--- src/hw/dram_pkg.sv ---
/*
 * Shared widths for the DRAM user port.
 * Request queue entry layout widths.
 * Front-end and issuer state enums, application opcodes.
 */

package dram_pkg;

    // host side
    localparam int USER_ADDR_W = 32;
    localparam int USER_DATA_W = 32;
    localparam int USER_MASK_W = 4;

    // controller application side
    localparam int APP_ADDR_W = 28;
    localparam int APP_DATA_W = 128;
    localparam int APP_MASK_W = 16;

    // entry is {write flag, address, data, mask}
    localparam int REQ_ENTRY_W = 1 + USER_ADDR_W + USER_DATA_W + USER_MASK_W;

    localparam int QUEUE_DEPTH_LOG2 = 2;

    typedef enum logic [1:0] {
        FE_CALIB = 2'b00,
        FE_IDLE  = 2'b01,
        FE_WRITE = 2'b10,
        FE_READ  = 2'b11
    } frontend_state_e;

    typedef enum logic [1:0] {
        IS_IDLE      = 2'b00,
        IS_CMD_WDATA = 2'b01,
        IS_CMD       = 2'b10,
        IS_WDATA     = 2'b11
    } issuer_state_e;

    // opcodes as the controller expects them
    typedef enum logic [2:0] {
        CMD_WRITE = 3'b000,
        CMD_READ  = 3'b001
    } app_cmd_e;

endpackage

--- src/hw/dram_req_queue.sv ---
/*
 * Synchronous show-ahead FIFO.
 * Register array with wrap-bit pointers and registered full/empty flags.
 */

`timescale 1ns/1ps

module dram_req_queue #(
    parameter int WIDTH      = 32,
    parameter int DEPTH_LOG2 = 2
) (
    input  logic             clk,
    input  logic             rst_x_async,
    input  logic             i_push,
    input  logic [WIDTH-1:0] i_data,
    input  logic             i_pop,
    output logic [WIDTH-1:0] o_data,
    output logic             o_empty,
    output logic             o_full
);

    localparam int DEPTH = 1 << DEPTH_LOG2;

    logic [WIDTH-1:0]    mem [DEPTH];
    logic [DEPTH_LOG2:0] wr_ptr;
    logic [DEPTH_LOG2:0] rd_ptr;
    logic [DEPTH_LOG2:0] wr_ptr_nxt;
    logic [DEPTH_LOG2:0] rd_ptr_nxt;
    logic                do_push;
    logic                do_pop;
    logic                empty_nxt;
    logic                full_nxt;

    // requests against the flags are dropped
    assign do_push = i_push && !o_full;
    assign do_pop  = i_pop && !o_empty;

    assign wr_ptr_nxt = wr_ptr + {{DEPTH_LOG2{1'b0}}, do_push};
    assign rd_ptr_nxt = rd_ptr + {{DEPTH_LOG2{1'b0}}, do_pop};

    assign empty_nxt = (wr_ptr_nxt == rd_ptr_nxt);
    // same slot, opposite wrap
    assign full_nxt  = (wr_ptr_nxt[DEPTH_LOG2] != rd_ptr_nxt[DEPTH_LOG2]) &&
                       (wr_ptr_nxt[DEPTH_LOG2-1:0] == rd_ptr_nxt[DEPTH_LOG2-1:0]);

    always_ff @(posedge clk or negedge rst_x_async) begin
        if (!rst_x_async) begin
            wr_ptr  <= '0;
            rd_ptr  <= '0;
            o_empty <= 1'b1;
            o_full  <= 1'b0;
        end else begin
            wr_ptr  <= wr_ptr_nxt;
            rd_ptr  <= rd_ptr_nxt;
            o_empty <= empty_nxt;
            o_full  <= full_nxt;
        end
    end

    always_ff @(posedge clk) begin
        if (do_push) begin
            mem[wr_ptr[DEPTH_LOG2-1:0]] <= i_data;
        end
    end

    // head entry, valid while not empty
    assign o_data = mem[rd_ptr[DEPTH_LOG2-1:0]];

endmodule

--- src/hw/dram_req_frontend.sv ---
/*
 * Host-side request front end.
 * Calibration synchronizer, request FSM and busy flag,
 * request entry packing and read-line hold register.
 */

`timescale 1ns/1ps

module dram_req_frontend import dram_pkg::*; (
    input  logic                   clk,
    input  logic                   rst_x_async,
    input  logic                   i_rd_en,
    input  logic                   i_wr_en,
    input  logic [USER_ADDR_W-1:0] i_addr,
    input  logic [USER_DATA_W-1:0] i_data,
    input  logic [USER_MASK_W-1:0] i_mask,
    input  logic                   i_init_calib_complete,
    input  logic                   i_req_full,
    input  logic                   i_rd_empty,
    input  logic [APP_DATA_W-1:0]  i_rd_line,
    output logic                   o_busy,
    output logic                   o_init_calib_complete,
    output logic                   o_req_push,
    output logic [REQ_ENTRY_W-1:0] o_req_entry,
    output logic                   o_rd_pop,
    output logic [APP_DATA_W-1:0]  o_data
);

    frontend_state_e state;
    logic            calib_sync1;
    logic            calib_sync2;
    logic            strobe;

    always_ff @(posedge clk or negedge rst_x_async) begin
        if (!rst_x_async) begin
            calib_sync1 <= 1'b0;
            calib_sync2 <= 1'b0;
        end else begin
            calib_sync1 <= i_init_calib_complete;
            calib_sync2 <= calib_sync1;
        end
    end

    assign o_init_calib_complete = calib_sync2;

    // strobes only count in IDLE, write wins over read
    assign strobe     = (state == FE_IDLE) && (i_wr_en || i_rd_en);
    assign o_req_push = strobe;
    assign o_req_entry = {i_wr_en, i_addr, i_data, i_wr_en ? i_mask : {USER_MASK_W{1'b0}}};

    // leaving READ takes the returned line
    assign o_rd_pop = (state == FE_READ) && !i_rd_empty;

    always_ff @(posedge clk or negedge rst_x_async) begin
        if (!rst_x_async) begin
            state <= FE_CALIB;
        end else begin
            case (state)
                FE_CALIB: begin
                    if (calib_sync2) begin
                        state <= FE_IDLE;
                    end
                end
                FE_IDLE: begin
                    if (i_wr_en) begin
                        state <= FE_WRITE;
                    end else if (i_rd_en) begin
                        state <= FE_READ;
                    end
                end
                FE_WRITE: begin
                    // stay busy while the controller holds the queue full
                    if (!i_req_full) begin
                        state <= FE_IDLE;
                    end
                end
                FE_READ: begin
                    if (!i_rd_empty) begin
                        state <= FE_IDLE;
                    end
                end
                default: begin
                    state <= FE_IDLE;
                end
            endcase
        end
    end

    always_ff @(posedge clk) begin
        if (o_rd_pop) begin
            o_data <= i_rd_line;
        end
    end

    assign o_busy = (state != FE_IDLE);

endmodule

--- src/hw/dram_app_issuer.sv ---
/*
 * Application interface command issuer.
 * Pops queued requests, drives command and write-data channels,
 * places the user word and byte mask into the 128-bit line.
 */

`timescale 1ns/1ps

module dram_app_issuer import dram_pkg::*; (
    input  logic                   clk,
    input  logic                   rst_x_async,
    input  logic                   i_req_empty,
    input  logic [REQ_ENTRY_W-1:0] i_req_entry,
    input  logic                   i_app_rdy,
    input  logic                   i_app_wdf_rdy,
    output logic                   o_req_pop,
    output logic                   o_app_en,
    output app_cmd_e               o_app_cmd,
    output logic [APP_ADDR_W-1:0]  o_app_addr,
    output logic [APP_DATA_W-1:0]  o_app_wdf_data,
    output logic                   o_app_wdf_wren,
    output logic                   o_app_wdf_end,
    output logic [APP_MASK_W-1:0]  o_app_wdf_mask
);

    issuer_state_e          state;
    logic                   ent_wr;
    logic [USER_ADDR_W-1:0] ent_addr;
    logic [USER_DATA_W-1:0] ent_data;
    logic [USER_MASK_W-1:0] ent_mask;
    logic [1:0]             lane;
    logic [APP_MASK_W-1:0]  line_mask;
    logic [APP_ADDR_W-1:0]  line_addr;
    logic                   done;
    logic                   take;

    assign {ent_wr, ent_addr, ent_data, ent_mask} = i_req_entry;

    assign lane = ent_addr[3:2];

    // 16-byte line address, low three bits stay zero
    assign line_addr = {1'b0, ent_addr[27:4], 3'b000};

    // mask bit set means the byte is not written
    always_comb begin
        for (int l = 0; l < 4; l++) begin
            if (lane == l[1:0]) begin
                line_mask[l*USER_MASK_W +: USER_MASK_W] = ent_mask;
            end else begin
                line_mask[l*USER_MASK_W +: USER_MASK_W] = {USER_MASK_W{1'b1}};
            end
        end
    end

    // every pending channel of the current request accepted
    always_comb begin
        case (state)
            IS_IDLE:      done = 1'b1;
            IS_CMD_WDATA: done = i_app_rdy && i_app_wdf_rdy;
            IS_CMD:       done = i_app_rdy;
            IS_WDATA:     done = i_app_wdf_rdy;
            default:      done = 1'b1;
        endcase
    end

    assign take      = done && !i_req_empty;
    assign o_req_pop = take;

    always_ff @(posedge clk or negedge rst_x_async) begin
        if (!rst_x_async) begin
            state          <= IS_IDLE;
            o_app_en       <= 1'b0;
            o_app_wdf_wren <= 1'b0;
        end else begin
            if (take) begin
                o_app_en       <= 1'b1;
                o_app_wdf_wren <= ent_wr;
                state          <= ent_wr ? IS_CMD_WDATA : IS_CMD;
            end else if (done) begin
                o_app_en       <= 1'b0;
                o_app_wdf_wren <= 1'b0;
                state          <= IS_IDLE;
            end else if (state == IS_CMD_WDATA) begin
                // one channel went through, wait on the other
                if (i_app_rdy) begin
                    o_app_en <= 1'b0;
                    state    <= IS_WDATA;
                end else if (i_app_wdf_rdy) begin
                    o_app_wdf_wren <= 1'b0;
                    state          <= IS_CMD;
                end
            end
        end
    end

    // command payload
    always_ff @(posedge clk) begin
        if (take) begin
            o_app_cmd  <= ent_wr ? CMD_WRITE : CMD_READ;
            o_app_addr <= line_addr;
            // word goes to every lane, the mask picks one
            o_app_wdf_data <= {4{ent_data}};
            if (ent_wr) begin
                o_app_wdf_mask <= line_mask;
            end else begin
                o_app_wdf_mask <= {APP_MASK_W{1'b1}};
            end
        end
    end

    // single-beat bursts, end follows wren
    assign o_app_wdf_end = o_app_wdf_wren;

endmodule

--- src/hw/dram_user_port.sv ---
/*
 * DRAM user port top level.
 * Request front end, request and read-return queues, command issuer.
 */

`timescale 1ns/1ps

module dram_user_port import dram_pkg::*; #(
    parameter int QUEUE_DEPTH_LOG2 = dram_pkg::QUEUE_DEPTH_LOG2
) (
    input  logic                   clk,
    input  logic                   rst_x_async,
    // host
    input  logic                   i_rd_en,
    input  logic                   i_wr_en,
    input  logic [USER_ADDR_W-1:0] i_addr,
    input  logic [USER_DATA_W-1:0] i_data,
    input  logic [USER_MASK_W-1:0] i_mask,
    output logic                   o_busy,
    output logic                   o_init_calib_complete,
    output logic [APP_DATA_W-1:0]  o_data,
    // controller application interface
    input  logic                   i_init_calib_complete,
    input  logic                   i_app_rdy,
    input  logic                   i_app_wdf_rdy,
    input  logic [APP_DATA_W-1:0]  i_app_rd_data,
    input  logic                   i_app_rd_data_valid,
    output logic                   o_app_en,
    output app_cmd_e               o_app_cmd,
    output logic [APP_ADDR_W-1:0]  o_app_addr,
    output logic [APP_DATA_W-1:0]  o_app_wdf_data,
    output logic                   o_app_wdf_wren,
    output logic                   o_app_wdf_end,
    output logic [APP_MASK_W-1:0]  o_app_wdf_mask
);

    logic                   req_push;
    logic [REQ_ENTRY_W-1:0] req_entry_in;
    logic                   req_pop;
    logic [REQ_ENTRY_W-1:0] req_entry_out;
    logic                   req_empty;
    logic                   req_full;
    logic                   rd_pop;
    logic [APP_DATA_W-1:0]  rd_line;
    logic                   rd_empty;

    dram_req_frontend u_frontend (
        .clk                   (clk),
        .rst_x_async           (rst_x_async),
        .i_rd_en               (i_rd_en),
        .i_wr_en               (i_wr_en),
        .i_addr                (i_addr),
        .i_data                (i_data),
        .i_mask                (i_mask),
        .i_init_calib_complete (i_init_calib_complete),
        .i_req_full            (req_full),
        .i_rd_empty            (rd_empty),
        .i_rd_line             (rd_line),
        .o_busy                (o_busy),
        .o_init_calib_complete (o_init_calib_complete),
        .o_req_push            (req_push),
        .o_req_entry           (req_entry_in),
        .o_rd_pop              (rd_pop),
        .o_data                (o_data)
    );

    dram_req_queue #(
        .WIDTH      (REQ_ENTRY_W),
        .DEPTH_LOG2 (QUEUE_DEPTH_LOG2)
    ) u_req_queue (
        .clk         (clk),
        .rst_x_async (rst_x_async),
        .i_push      (req_push),
        .i_data      (req_entry_in),
        .i_pop       (req_pop),
        .o_data      (req_entry_out),
        .o_empty     (req_empty),
        .o_full      (req_full)
    );

    dram_app_issuer u_issuer (
        .clk            (clk),
        .rst_x_async    (rst_x_async),
        .i_req_empty    (req_empty),
        .i_req_entry    (req_entry_out),
        .i_app_rdy      (i_app_rdy),
        .i_app_wdf_rdy  (i_app_wdf_rdy),
        .o_req_pop      (req_pop),
        .o_app_en       (o_app_en),
        .o_app_cmd      (o_app_cmd),
        .o_app_addr     (o_app_addr),
        .o_app_wdf_data (o_app_wdf_data),
        .o_app_wdf_wren (o_app_wdf_wren),
        .o_app_wdf_end  (o_app_wdf_end),
        .o_app_wdf_mask (o_app_wdf_mask)
    );

    // one read outstanding at a time, never fills
    dram_req_queue #(
        .WIDTH      (APP_DATA_W),
        .DEPTH_LOG2 (QUEUE_DEPTH_LOG2)
    ) u_rd_queue (
        .clk         (clk),
        .rst_x_async (rst_x_async),
        .i_push      (i_app_rd_data_valid),
        .i_data      (i_app_rd_data),
        .i_pop       (rd_pop),
        .o_data      (rd_line),
        .o_empty     (rd_empty),
        .o_full      ()
    );

endmodule

--- config.mk ---
export PLATFORM = sky130hd
export DESIGN_NAME = dram_user_port
export DESIGN_NICKNAME = d
export VERILOG_FILES = /design/src/hw/dram_pkg.sv /design/src/hw/dram_req_queue.sv /design/src/hw/dram_req_frontend.sv /design/src/hw/dram_app_issuer.sv /design/src/hw/dram_user_port.sv
export SDC_FILE = /design/constraint.sdc
export NUM_CORES = 1
export LEC_CHECK = 0
export ABC_CLOCK_PERIOD_IN_PS = 15100
export BUFFER_PORTS_ARGS = -buffer_cell sky130_fd_sc_hd__buf_2
export CAP_MARGIN = 20
export CORE_MARGIN = 5
export CORE_UTILIZATION = 25
export DETAILED_ROUTE_END_ITERATION = 8
export SKIP_CTS_REPAIR_TIMING = 1
export SYNTH_ARGS = -nofsm -noshare
export SYNTH_HDL_FRONTEND = slang
export SYNTH_SLANG_ARGS = --single-unit
--- constraint.sdc ---
create_clock -name clk -period 15.1 [get_ports clk]
set_clock_uncertainty 0.05 [all_clocks]
set_input_delay 0.755 -clock clk [delete_from_list [all_inputs] [get_ports clk]]
set_output_delay 0.755 -clock clk [all_outputs]
set_load 0.02 [all_outputs]
==> run summary <==
DR vias: 15,660
Max-Cap Viols: 0
CP Data Arrival Time: 3.65 ns
mean post-synth cell area: 25.02 um^2
Worst-Margin Slew: 1.017 ns
pin count of the biggest net entering global routing: 61
area post-placement: 39,720 um^2
final hold vios: 0
Crit path largest cell delay: 0.82 ns
Die Y: 387.0 um
register area share after synthesis: 83.25%
register bit count reported by yosys: 989
post-synthesis cell type count: 38
Total GRT Usage: 10.11%
NumNets Final: 2,127
clock sinks: 989
DR DRC count: 0
total core area: 141,400 um^2
Root Driver: clkbuf_16
Routability Congestion: 0.7291
CTS max path bufs: 3
wire per inst: 19.76 um
Max Slew Vio Count: 0
fraction of registers with async set/reset: 2.427%
layout cell share with drive strength beyond 1: 44.41%
GR Overflow Total: 0
cell family with most CP delay: buffers and inverters
Setup TNS: 0 ns
Post-Synthesis Cell Area: 35,530 um^2
row count: 138
die width: 387.0 um
Crit Path Class: flip-flop to flip-flop
crit path max fanout: 60
top_reg_cell synth: edfxtp_1
clock transition at the registers of the reported paths: 0.06 ns
Final Cell Area: 43,090 um^2
FMAX: 295.2 MHz
initial core utilization: 25.13%
drt first-iter violations: 882
Final setup viols: 0
vias per std cell: 4.005
worst path bufs/invs: 2
Post-synth EDFFs: 965
synth warn: 0
I/O Buffers: 499
Area Overhead vs Synth: 21.28%
PwrDens: 211.5 nW/um^2
IO Pins: 512
Gate Count Post-Synth: 1,420
vias in the first global route: 16,460
initial antenna violation count: 40
Tmin final: 3.387 ns
antenna viol nets, final: 0
Leakage: 14.40 nW
WP data required: 15.36 ns
CTS tree: yes
first-pass GRT wire length: 113.3 mm
clock latency on the worst-skew pair: 0.70 ns
HPWL after detailed placement: 48.78 mm
cell with the most instances on the worst path: buf_4
crit path cell chain: nor2b_1 -> and3_4 -> buf_4 -> buf_4
Pre-antenna DRT Iters: 4
hold crit path type: primary input to async pin
final WL: 77.24 mm
CP Capture Type: flip-flop
CP max stage cell: buf_4
crit start category: flip-flop
die area: 149,800 um^2
VDD IR max: 0.1385 mV
unrepaired setup endpoints after global routing: no
status: finished clean
Max transition margin: 32.21%
H-tree depth: 3
CTS Buf Count: 105
Period Utilization, post-route: 22.43%
## placed cells by master, fill, tap and decap left out, drive strengths merged
cell        n
a211oi      1
a221oi      1
a22o        1
a22oi       1
a2bb2oi     1
and2        5
and3        2
and3b       1
buf       528
bufinv      7
clkbuf    124
clkinv     54
clkinvlp    3
conb        6
dfrtp      22
dfstp       2
diode      17
edfxtp    965
ha          8
inv        15
mux4      191
nand2       5
nand2b      8
nand3       1
nand3b      2
nor2        8
nor2b       4
nor3        1
nor3b       4
o21ai       3
o22ai       1
o311ai      2
o32a        1
or2        12
or3         1
xnor2       8
xor2        3
## per-stage QoR
| stage | total power, mW | utilization, % | std cells | hold WS (ns) | setup WS, ns |
|---|---|---|---|---|---|
| final | 9.114 | 30.47 | 3909 | 0.009900 | 11.71 |
| after global placement | 6.788 | 28.09 | 3698 | 0.2891 | 11.13 |
| after global routing | 9.605 | 30.45 | 3895 | 0.001476 | 11.48 |
| after CTS | 9.320 | 30.44 | 3892 | -0.06403 | 11.63 |
| after floorplan | 6.094 | - | 1425 | 0.2812 | 3.966 |
| after detailed placement | 6.808 | 28.09 | 3698 | 0.2894 | 11.14 |
## worst paths after layout
check	to	depth (start not counted)	slack [ns]	startpoint
worst max-delay path	u_rd_queue.mem[3][13]	4	11.71	u_rd_queue.o_full
worst min-delay path	u_issuer.o_app_wdf_end	1	0.01	rst_x_async
worst max register to register	u_rd_queue.mem[3][13]	4	11.71	u_rd_queue.o_full
worst min register to register	u_frontend.o_init_calib_complete	0	0.30	u_frontend.calib_sync1
max in group asynchronous	u_req_queue.rd_ptr[0]	1	14.54	rst_x_async
min in group clk	u_frontend.calib_sync1	1	0.12	i_init_calib_complete
## metal layers
metal	routed length, um	vias to the layer above	global-route usage, %
met2	35180	549	15.60
met1	30750	8035	12.07
li1	-	6857	-
met3	9102	178	5.876
met5	245	-	0
met4	1964	36	2.748
## sequential cells by signal, summed over array words and instances (netlist names), 2 cells and up
| signal | flops |
|---|---|
| u_rd_queue.rd_ptr | 3 |
| u_issuer.state | 2 |
| u_frontend.state | 2 |
| u_req_queue.mem | 252 |
| u_req_queue.rd_ptr | 3 |
| u_frontend.o_data | 128 |
| u_issuer.o_app_wdf_mask | 16 |
| u_req_queue.wr_ptr | 3 |
| u_issuer.o_app_addr | 24 |
| u_rd_queue.mem | 512 |
| u_rd_queue.wr_ptr | 3 |
| u_issuer.o_app_wdf_data | 32 |
## synth_stat cells (all sizes together) (2+ instances only)
library cell | number | area (um^2)
nand3b | 2 | 40.04
ha | 8 | 100.1
xnor2 | 8 | 70.07
nor2b | 4 | 25.02
edfxtp | 965 | 28980
and2 | 5 | 31.28
xor2 | 3 | 26.28
dfrtp | 22 | 550.5
o21ai | 3 | 15.01
mux4 | 191 | 4302
or2 | 12 | 75.07
nand2b | 8 | 50.05
buf | 131 | 929.7
o311ai | 2 | 17.52
inv | 9 | 33.78
nand2 | 5 | 18.77
dfstp | 2 | 52.55
nor3b | 4 | 35.03
clkbuf | 14 | 52.55
and3 | 2 | 12.51
nor2 | 8 | 30.03
## where the power goes
part           internal [mW]  switching, mW  total [mW]
combinational          0.910           1.54        2.45
sequential              3.91          0.283        4.20
clock                   1.40           1.06        2.47
total                   6.23           2.89        9.11
## worst register-to-register path, delay by kind of cell, from the launching register on
kind | cells | cell delay [ns]
flops | 1 | 0.36
simple gates | 2 | 1.00
buf+inv | 2 | 1.49
## cells by family (layout without fill, tap and decap cells)
kind of cell / after synthesis / after routing / synth area share (%)
flops: 989 / 989 / 83.25
mux: 191 / 191 / 12.11
buf+inv: 154 / 731 / 2.859
simple gates: 54 / 54 / 0.9648
compound gates: 12 / 12 / 0.2536
xor+xnor: 11 / 11 / 0.2712
fa+ha+maj: 8 / 8 / 0.2817
other cells: 1 / 23 / 0.01055
## final cells by class
cell class / count / area [um^2]
fillers: 13570 / 98320
flip-flops and latches: 989 / 29590
multi-input cells: 282 / 5011
repair buffers: 528 / 2715
clock buffers: 124 / 2699
well taps: 1890 / 2365
clock inverters: 70 / 633.1
diodes: 17 / 42.54
inverters: 9 / 33.78
Power figures use the tool's default switching activity.
